$ cat src/source/rv_fetch_pkg.sv
package rv_fetch_pkg;

    localparam int PARCEL_W      = 16;            // One RVC parcel
    localparam int PARCEL_ADDR_W = 31;            // Parcel address bits 31..1

    // One buffered parcel with its halfword address
    typedef struct packed {
        logic [PARCEL_ADDR_W-1:0] addr;           // PC[31:1] of this parcel
        logic [PARCEL_W-1:0]      data;           // Raw instruction bits
    } fetch_half_t;

    // Low two bits not 2'b11 means a 16-bit instruction
    function automatic logic is_compressed(input logic [PARCEL_W-1:0] parcel);
        return (parcel[1:0] != 2'b11);
    endfunction

    // Pack address and data into a parcel entry
    function automatic fetch_half_t make_half(
        input logic [PARCEL_ADDR_W-1:0] addr,
        input logic [PARCEL_W-1:0]      data
    );
        fetch_half_t h;
        h.addr = addr;
        h.data = data;
        return h;
    endfunction

    // Full byte PC of a parcel entry
    function automatic logic [31:0] half_pc(input fetch_half_t h);
        return {h.addr, 1'b0};
    endfunction

endpackage
$ cat src/source/rv_fetch_top.sv
module rv_fetch_top
    import rv_fetch_pkg::*;
#(
    parameter int          INSTR_BUF_ADDR_SIZE = 2,
    parameter logic [31:0] RESET_PC            = 32'h0000_0000
)
(
    input  logic        i_clk,
    input  logic        i_rst_n,
    input  logic        i_stall,             // From decode
    input  logic        i_redirect,          // From execute
    input  logic [31:0] i_redirect_pc,
    input  logic        i_mem_ack,
    input  logic [31:0] i_mem_data,
    output logic        o_mem_req,
    output logic [31:0] o_mem_addr,
    output logic        o_instr_valid,
    output logic [31:0] o_instr,
    output logic [31:0] o_instr_pc
);

    logic                  free_dword;       // Buffer to sequencer credit
    logic                  fill_valid;
    logic [31:0]           fill_pc;
    logic [2*PARCEL_W-1:0] fill_data;        // Two parcels per memory word

    // Request side
    rv_fetch_pc #(
        .RESET_PC      (RESET_PC)
    ) u_pc (
        .i_clk         (i_clk),
        .i_rst_n       (i_rst_n),
        .i_redirect    (i_redirect),
        .i_redirect_pc (i_redirect_pc),
        .i_free_dword  (free_dword),
        .i_mem_ack     (i_mem_ack),
        .i_mem_data    (i_mem_data),
        .o_mem_req     (o_mem_req),
        .o_mem_addr    (o_mem_addr),
        .o_fill_valid  (fill_valid),
        .o_fill_pc     (fill_pc),
        .o_fill_data   (fill_data)
    );

    // Parcel buffer and instruction assembly
    rv_fetch_buf #(
        .INSTR_BUF_ADDR_SIZE (INSTR_BUF_ADDR_SIZE)
    ) u_buf (
        .i_clk         (i_clk),
        .i_rst_n       (i_rst_n),
        .i_flush       (i_redirect),         // Same edge as the PC reload
        .i_stall       (i_stall),
        .i_fill_valid  (fill_valid),
        .i_fill_pc     (fill_pc),
        .i_fill_data   (fill_data),
        .o_free_dword  (free_dword),
        .o_instr_valid (o_instr_valid),
        .o_instr       (o_instr),
        .o_instr_pc    (o_instr_pc)
    );

endmodule

$ cat src/source/rv_fetch_pc.sv
module rv_fetch_pc
    import rv_fetch_pkg::*;
#(
    parameter logic [31:0] RESET_PC = 32'h0000_0000
)
(
    input  logic        i_clk,
    input  logic        i_rst_n,
    input  logic        i_redirect,          // Load new fetch PC
    input  logic [31:0] i_redirect_pc,       // May be halfword aligned
    input  logic        i_free_dword,        // Buffer can take a word
    input  logic        i_mem_ack,
    input  logic [31:0] i_mem_data,
    output logic        o_mem_req,
    output logic [31:0] o_mem_addr,          // Always word aligned
    output logic        o_fill_valid,
    output logic [31:0] o_fill_pc,
    output logic [31:0] o_fill_data
);

    localparam logic [31:0] WORD_STEP = 32'(2 * PARCEL_W / 8);  // Bytes per read

    logic [31:0] fetch_pc;                   // Halfword aligned
    logic [31:0] next_word_pc;
    logic [31:0] start_pc;
    logic [31:2] mem_addr_q;                 // Address of the open read
    logic        req_q;                      // Read outstanding
    logic        stale_q;                    // Open read belongs to an old stream
    logic        start_req;

    assign next_word_pc = {fetch_pc[31:2], 2'b00} + WORD_STEP;

    // Redirect restarts at once unless a read is still waiting
    assign start_req = i_redirect ? (!req_q || i_mem_ack)
                                  : (!req_q && i_free_dword);
    assign start_pc  = i_redirect ? i_redirect_pc : fetch_pc;

    always_ff @(posedge i_clk) begin
        if (!i_rst_n) begin
            req_q    <= 1'b0;
            stale_q  <= 1'b0;
            fetch_pc <= {RESET_PC[31:1], 1'b0};
        end else begin
            if (start_req) begin
                req_q <= 1'b1;
            end else if (i_mem_ack) begin
                req_q <= 1'b0;                   // Read done, wait a cycle
            end

            if (i_redirect && req_q && !i_mem_ack) begin
                stale_q <= 1'b1;                 // Drop the data when it lands
            end else if (i_mem_ack) begin
                stale_q <= 1'b0;
            end

            if (i_redirect) begin
                fetch_pc <= {i_redirect_pc[31:1], 1'b0};
            end else if (o_fill_valid) begin
                fetch_pc <= next_word_pc;        // Next word after a fill
            end
        end
    end

    // Request address held for the whole transaction
    always_ff @(posedge i_clk) begin
        if (start_req) begin
            mem_addr_q <= start_pc[31:2];
        end
    end

    assign o_mem_req  = req_q;
    assign o_mem_addr = {mem_addr_q, 2'b00};

    // Stale acks close the read but never reach the buffer
    assign o_fill_valid = i_mem_ack && req_q && !stale_q;
    assign o_fill_pc    = fetch_pc;
    assign o_fill_data  = i_mem_data;

    // Request and address hold until acknowledged
    a_req_hold: assert property (
        @(posedge i_clk) disable iff (!i_rst_n)
        (o_mem_req && !i_mem_ack) |=> (o_mem_req && $stable(o_mem_addr))
    ) else $error("rv_fetch_pc request dropped or address moved before ack");

endmodule

$ cat src/source/rv_fetch_buf.sv
module rv_fetch_buf
    import rv_fetch_pkg::*;
#(
    parameter int INSTR_BUF_ADDR_SIZE = 2    // log2 of depth in parcels
)
(
    input  logic        i_clk,
    input  logic        i_rst_n,
    input  logic        i_flush,             // Redirect, drop everything
    input  logic        i_stall,             // Decode not ready
    input  logic        i_fill_valid,        // Non-stale memory word
    input  logic [31:0] i_fill_pc,           // Halfword PC of that read
    input  logic [31:0] i_fill_data,
    output logic        o_free_dword,        // Room for one more word
    output logic        o_instr_valid,
    output logic [31:0] o_instr,             // {second parcel, head parcel}
    output logic [31:0] o_instr_pc
);

    fetch_half_t         push_lo;            // Entry written first
    fetch_half_t         push_hi;            // Upper parcel on double push
    fetch_half_t         head;
    fetch_half_t         next;
    logic [PARCEL_W-1:0] fill_lo;
    logic [PARCEL_W-1:0] fill_hi;
    logic                push_single;
    logic                push_double;
    logic                pop_single;
    logic                pop_double;
    logic                empty;
    logic                has_double;
    logic                free_two;
    logic                head_c;             // Head is a 16-bit instruction
    logic                move;               // Instruction taken by decode

    assign fill_lo = i_fill_data[PARCEL_W-1:0];
    assign fill_hi = i_fill_data[2*PARCEL_W-1:PARCEL_W];

    // Word fetched from an odd halfword only carries its upper parcel
    assign push_double = i_fill_valid && !i_fill_pc[1];
    assign push_single = i_fill_valid && i_fill_pc[1];

    assign push_lo = i_fill_pc[1] ? make_half(i_fill_pc[31:1], fill_hi)
                                  : make_half(i_fill_pc[31:1], fill_lo);
    assign push_hi = make_half({i_fill_pc[31:2], 1'b1}, fill_hi);

    fifo_dual #(
        .T_ENTRY       (fetch_half_t),
        .DEPTH_BITS    (INSTR_BUF_ADDR_SIZE)
    ) u_fifo (
        .i_clk         (i_clk),
        .i_rst_n       (i_rst_n),
        .i_flush       (i_flush),
        .i_data0       (push_lo),
        .i_data1       (push_hi),
        .i_push_single (push_single),
        .i_push_double (push_double),
        .i_pop_single  (pop_single),
        .i_pop_double  (pop_double),
        .o_data0       (head),
        .o_data1       (next),
        .o_empty       (empty),
        .o_has_double  (has_double),
        .o_free_two    (free_two)
    );

    assign head_c = is_compressed(head.data);

    // Whole instruction at the head
    assign o_instr_valid = !empty && (head_c || has_double);
    assign move          = o_instr_valid && !i_stall;

    // One parcel for RVC, two for a 32-bit instruction
    assign pop_single = move && head_c;
    assign pop_double = move && !head_c;

    assign o_instr      = {next.data, head.data};   // Upper half ignored for RVC
    assign o_instr_pc   = half_pc(head);
    assign o_free_dword = free_two;

    // Sequencer only requests with two slots free
    a_fill_room: assert property (
        @(posedge i_clk) disable iff (!i_rst_n)
        i_fill_valid |-> free_two
    ) else $error("rv_fetch_buf fill without room at PC %h", i_fill_pc);

endmodule

$ cat src/source/fifo_dual.sv
module fifo_dual
    import rv_fetch_pkg::*;
#(
    parameter type T_ENTRY    = fetch_half_t,
    parameter int  DEPTH_BITS = 2
)
(
    input  logic   i_clk,
    input  logic   i_rst_n,
    input  logic   i_flush,          // Drop all entries
    input  T_ENTRY i_data0,          // First entry written
    input  T_ENTRY i_data1,          // Second entry, double push only
    input  logic   i_push_single,
    input  logic   i_push_double,
    input  logic   i_pop_single,
    input  logic   i_pop_double,
    output T_ENTRY o_data0,          // Head entry
    output T_ENTRY o_data1,          // Entry after the head
    output logic   o_empty,
    output logic   o_has_double,     // Two or more entries held
    output logic   o_free_two        // Two or more slots free
);

    localparam int DEPTH = 1 << DEPTH_BITS;

    T_ENTRY                mem [DEPTH];     // Circular storage
    logic [DEPTH_BITS-1:0] wr_ptr;
    logic [DEPTH_BITS-1:0] rd_ptr;
    logic [DEPTH_BITS-1:0] wr_ptr_p1;
    logic [DEPTH_BITS-1:0] rd_ptr_p1;
    logic [DEPTH_BITS:0]   count;           // Occupancy, 0..DEPTH
    logic [DEPTH_BITS:0]   free_cnt;
    logic [DEPTH_BITS:0]   push_num;
    logic [DEPTH_BITS:0]   pop_num;

    assign wr_ptr_p1 = wr_ptr + 1'b1;       // Wraps naturally
    assign rd_ptr_p1 = rd_ptr + 1'b1;
    assign free_cnt  = (DEPTH_BITS+1)'(DEPTH) - count;

    // Entries added and removed this cycle
    always_comb begin
        push_num = '0;
        pop_num  = '0;
        if (i_push_double) begin
            push_num = (DEPTH_BITS+1)'(2);
        end else if (i_push_single) begin
            push_num = (DEPTH_BITS+1)'(1);
        end
        if (i_pop_double) begin
            pop_num = (DEPTH_BITS+1)'(2);
        end else if (i_pop_single) begin
            pop_num = (DEPTH_BITS+1)'(1);
        end
    end

    // Storage write, one or two slots
    always_ff @(posedge i_clk) begin
        if (i_push_single || i_push_double) begin
            mem[wr_ptr] <= i_data0;
        end
        if (i_push_double) begin
            mem[wr_ptr_p1] <= i_data1;      // Second slot after wr_ptr
        end
    end

    // Pointers and occupancy
    always_ff @(posedge i_clk) begin
        if (!i_rst_n || i_flush) begin
            wr_ptr <= '0;
            rd_ptr <= '0;
            count  <= '0;
        end else begin
            wr_ptr <= wr_ptr + push_num[DEPTH_BITS-1:0];
            rd_ptr <= rd_ptr + pop_num[DEPTH_BITS-1:0];
            count  <= count + push_num - pop_num;   // Push and pop may overlap
        end
    end

    assign o_data0      = mem[rd_ptr];
    assign o_data1      = mem[rd_ptr_p1];  // Only meaningful with o_has_double
    assign o_empty      = (count == '0);
    assign o_has_double = (count >= (DEPTH_BITS+1)'(2));
    assign o_free_two   = (free_cnt >= (DEPTH_BITS+1)'(2));

    // Push never exceeds the free space
    a_push_room: assert property (
        @(posedge i_clk) disable iff (!i_rst_n)
        (i_push_double |-> free_cnt >= (DEPTH_BITS+1)'(2)) and
        (i_push_single |-> free_cnt != '0)
    ) else $error("fifo_dual push with %0d free slots", free_cnt);

    // Pop never takes more than held
    a_pop_count: assert property (
        @(posedge i_clk) disable iff (!i_rst_n)
        (i_pop_double |-> count >= (DEPTH_BITS+1)'(2)) and
        (i_pop_single |-> count != '0)
    ) else $error("fifo_dual pop with %0d entries", count);

    // Single and double push are exclusive
    a_push_kind: assert property (
        @(posedge i_clk) disable iff (!i_rst_n)
        !(i_push_single && i_push_double)
    ) else $error("fifo_dual single and double push together");

endmodule

$ cat config.mk
export PLATFORM = sky130hd
export DESIGN_NAME = rv_fetch_top
export DESIGN_NICKNAME = d
export VERILOG_FILES = /design/src/source/rv_fetch_pkg.sv /design/src/source/rv_fetch_top.sv /design/src/source/rv_fetch_pc.sv /design/src/source/rv_fetch_buf.sv /design/src/source/fifo_dual.sv
export SDC_FILE = /design/constraint.sdc
export NUM_CORES = 1
export LEC_CHECK = 0
export BUFFER_PORTS_ARGS = -buffer_cell sky130_fd_sc_hd__buf_2
export CAP_MARGIN = 10
export CORE_UTILIZATION = 50
export CTS_CLUSTER_SIZE = 20
export DETAILED_ROUTE_END_ITERATION = 10
export PLACE_DENSITY_LB_ADDON = 0.3
export SYNTH_ARGS = -nofsm -noshare
export SYNTH_HDL_FRONTEND = slang
export SYNTH_SLANG_ARGS = --single-unit
$ cat constraint.sdc
create_clock -name i_clk -period 4.29 [get_ports i_clk]
set_input_delay 0.2145 -clock i_clk [delete_from_list [all_inputs] [get_ports i_clk]]
set_output_delay 0.2145 -clock i_clk [all_outputs]
set_load 0.03 [all_outputs]
# After elaboration in Yosys (flattened, before gate mapping)
# Memories as Yosys holds them, arrays and structs flattened. A register that Yosys moved wholly into a read port is not among the register bits.
# Cells that the tools add are included.
# classes
addsub	8
order_cmp	2
eq_ne	1
n_mux	17
bitwise_logic	1
reduce_logical	28
# ops
op	n
2-to-1 mux 32 bit	3
adder 32 x 3 -> 32 bit (second input constant)	1
2-to-1 mux 17 bit	1
logical AND 1 bit	11
2-to-1 mux 1 bit	10
logical NOT 1 bit	8
greater-or-equal comparator 3 x 2 -> 1 bit (second input constant)	2
2-to-1 mux 2 bit	3
nonzero test 2 bit	3
adder 2 x 1 -> 2 bit (second input constant)	2
adder 2 bit	2
logical OR 1 bit	4
adder 3 bit	1
logical NOT 3 bit	1
subtractor 3 bit	1
subtractor 3 bit (first input constant)	1
inequality test 2 bit (second input constant)	1
OR reduction 2 bit	1
inverter 1 bit	1
# word_totals
reg_bits	71
mem_bits_rw	188
in_bits	69
output_inout_bits	98
n_memories	1
# mem_list
name	words	width	read_ports	rd_clocked_by_memory_dff	write_ports	line	source
u_buf.u_fifo.mem	4	47	2	1	2	fifo_dual.sv:26	T_ENTRY mem [DEPTH];

# Longest topological paths before layout
# depth
depth_word	9
ltp_mapped	12
ltp_nobuf	12

# Cells and area by module
# From an unflattened synthesis, not the netlist that was laid out.
# hier_totals
cells_unflattened	940
hier_area_um2	14440.1
# by_module_without_submodules
mod	instances	cells_per_inst	area_each_um2	seq_area_each_um2
fifo_dual	1	567	10719.0	5785.5
rv_fetch_pc	1	345	3420.8	1561.5
rv_fetch_buf	1	28	300.3	0.0

# Least setup slack after synthesis
# No wires, ideal clock.
# synth_timing
path_type	input-to-reg
from	in i_redirect
to	reg u_pc.mem_addr_q[10] in the netlist's numbering, enable pin
setup_ps	434
arrival_time_ps	2709
required_ps	3856
slack_ps	1146
stages	5
path_buffers	3
cell_sequence	clkbuf_1 -> clkbuf_1 -> clkbuf_1 -> nand2_1 -> a32oi_1
# synth_via
elab_chain_cells	1
# synth_lines
item	line	source
start, declared	rv_fetch_top.sv:11	input logic i_redirect,
2-to-1 mux 1 bit	rv_fetch_pc.sv:34	assign start_req = i_redirect ? (!req_q || i_mem_ack)
net u_pc.start_req	rv_fetch_pc.sv:29	logic start_req;
end signal, assigned	rv_fetch_pc.sv:67	mem_addr_q <= start_pc[31:2];
end, declared	rv_fetch_pc.sv:26	logic [31:2] mem_addr_q;
# The timed path passes the listed nets, and every way through them passes these cells.
# A chain may end at the register's enable or synchronous reset.

==> impl_metrics.ini <==
[worst_setup_path]
critical_path_arrival_ns = 2.70
path_delay_family = buffers and inverters
critical_path_class = reg -> out
r2r_slack_ns = 1.42
startpoint = u_buf.u_fifo.rd_ptr[0]
cp_max_fo = 41
slowest_delay_ns = 0.70
slowest_stage = buf_4
path_buf_inv = 2
crit_path_end_kind = output pin
cp-start-kind = flip-flop
crit_chain = buf_4, mux4_2, buf_2
worstReg2RegStart = u_pc.o_mem_req
required_ns = 4.08

[route]
wl_met2_mm = 14.5
wire_per_inst_um = 20.1
drt-pass1-iter-count = 5
routed_wl_mm = 30.2
drc = 0
dr_wl_met3_mm = 2.26
drtIter0Drc = 723
final_antenna_net_count = 0
vias = 9025
met1_length_mm = 12.9
avgViaCountPerCell = 6.03
top_layer_used = met4

[logic_synthesis]
synth-async-reset-ratio = 0
synth.cells.most_frequent = 214 x edfxtp_1, 90 x nand2_1, 80 x a21oi_1
synth_edf_count = 214
post-synth-top-count-cell = edfxtp_1
synth.cell_area_mm2 = 0.0130
synthCells = 1021
synth.top_cell.area_share = 0.494
synth_area_leaders = edfxtp_1 49%, mux4_2 11%, dfxtp_1 6.8%, a221oi_1 4.3%, and2_1 3.1%
ys_seq_elements = 258
yosysWarnings = 0
ys_seq_area_frac = 0.562
synth_largest_area_cell = edfxtp_1
synth_ff_type = edfxtp_1
syn_area_per_cell_um2 = 12.7
synthDistinctLibCells = 59

[floorplanning]
fp.dieArea_mm2 = 0.0267
die_w_um = 163
start_util = 0.514
num_rows = 58
core_area_mm2 = 0.0253
die_h_um = 163
pin_count = 167

[placement]
placed_cells = 1420
numPortBuffers = 162
gp_routability_congestion = 0.762
place.detailed.hpwl_mm = 18.2

[cells_and_area]
drive_above_1_share = 0.286
antenna_cells = 0
area_growth_pct = 16.7
fin_cells = 1497
final_nets = 1223

[global_route]
grt_pass1_wl_mm = 46.0
antenna_found_initial = 0
grt_usage = 0.224
grt-ovfl-total = 0
first_global_vias = 8523
grt_max_degree = 129

[hold_path]
hold_path_class = in -> reg
worstHoldStart = i_redirect_pc[27]

[flow_run]
drv_cap = 0

[clock_tree]
cts_tree = done
htreeDepth = 1
cts_buffers = 27
clockBufferDepth = 3
numClockSinks = 258
clk_latency_ns = 0.54
clkTransAtPathRegs_ns = 0.06
post_cts_buffers = 0
root_buffer = clkbuf_16

[pwr]
p_clk_frac = 0.391
finalPower_uw = 6310
switching_power_uw = 1610
p_int_uw = 4700
p_seq_frac = 0.471
comb_power_share = 0.137
p_leak_uw = 0.00534
switching_share = 0.256
p_per_area_mw_per_mm2 = 415
peakVddDrop_mv = 0.307

[sta]
setup_viol = 0
clock.fmax_mhz = 343
rsz0062_at_grt = no
hold_violations = 0
clock-skew-final_ns = 0.0191
worstMarginPinSlew_ns = 1.20
final.setup.tns_ns = 0
timing.final.crit_share = 0.679
drv_slew = 0
period_needed_ns = 2.91
relSlewSlack = 0.200

[outcome]
status = finished clean
## power groups by stage
stage	Combinational, uW	Clock [uW]	Sequential (uW)
5_1_grt	931	2600	2990
3_3_place_gp	837	0	3020
4_1_cts	871	2500	2970
2_1_floorplan	525	0	3080
6_report	866	2470	2970
3_5_place_dp	848	0	3020
## area by class of cell
class	instances	area, um2
Inverter	13	48.8
Tap cell	330	413
Clock inverter	9	103
Timing Repair Buffer	208	1260
Clock buffer	41	862
Multi-Input combinational cell	638	5180
Fill cell	1980	10100
Sequential cell	258	7320
## cells by family after synthesis
family          Yosys count  synth area share
mux                      90             0.132
simple gates            297             0.127
other cells               1          0.000288
xor+xnor                 18            0.0121
fa+ha+maj                 8           0.00885
flops                   258             0.562
buf+inv                 127            0.0441
compound gates          222             0.114
## per-layer routing
metal / GRT usage / vias up
li1: - / 4156
met1: 0.313 / 4450
met2: 0.363 / 373
met3: 0.0350 / 46
met4: 0.0607 / 0
met5: 0 / -
## metrics by stage
| step | hold WS [ns] | instance area [um2] | setup slack, ns | utilization |
|---|---|---|---|---|
| after floorplan | 0.291 | 13000 | 1.15 | - |
| after global placement | 0.437 | 13900 | 1.49 | 0.551 |
| after detailed placement | 0.459 | 13900 | 1.44 | 0.551 |
| after CTS | 0.00159 | 15200 | 1.30 | 0.600 |
| after global routing | 0.00819 | 15200 | 1.22 | 0.600 |
| final | 0.0182 | 15200 | 1.38 | 0.600 |
## repair_timing
action | CTS | global route
gates resized for setup | 0 | 0
hold buffers | 27 | 0
hold endpoints to repair | 42 | 0
## final timing paths
check	end	cells after the start
max reg2reg	u_buf.u_fifo.mem[1][3]	5
max	o_instr_pc[27]	3
min	u_pc.mem_addr_q[27]	2
min reg2reg	u_buf.u_fifo.mem[2][16]	1
## cell usage in the layout (no fill, tap or decap), types with 5 or more instances in the layout
cell / count
ha_1: 6
nand4_1: 9
o31ai_1: 9
a31oi_1: 12
clkbuf_16: 30
o21ai_0: 32
edfxtp_1: 214
inv_1: 10
clkbuf_8: 7
clkinv_2: 5
nor2_1: 19
a221oi_1: 64
nand2b_1: 7
dfxtp_1: 41
nand3_1: 7
nand2_1: 90
buf_2: 162
buf_4: 16
and3_1: 7
nor3_1: 5
nor2b_1: 54
a21oi_1: 79
and2_1: 65
mux2_2: 24
or4_1: 8
xor2_1: 7
mux4_2: 63
dlygate4sd3_1: 27
xnor2_1: 11
## worst register-to-register path, cell delays in order, from the launching register on
cell and delay (ns):
dfxtp_1 0.43, nand3b_1 0.34, nor4_1 0.72, nor2_4 0.34
inv_2 0.39, buf_12 0.30
## registers in the layout, indices dropped and copies added, names as in the netlist
signal / cells
u_buf.u_fifo.count: 3
u_buf.u_fifo.rd_ptr: 2
u_buf.u_fifo.wr_ptr: 2
u_buf.u_fifo.mem: 188
u_pc.mem_addr_q: 30
u_pc.o_mem_req: 1
u_pc.o_fill_pc: 31
u_pc.stale_q: 1
Power figures use the tool's default switching activity.
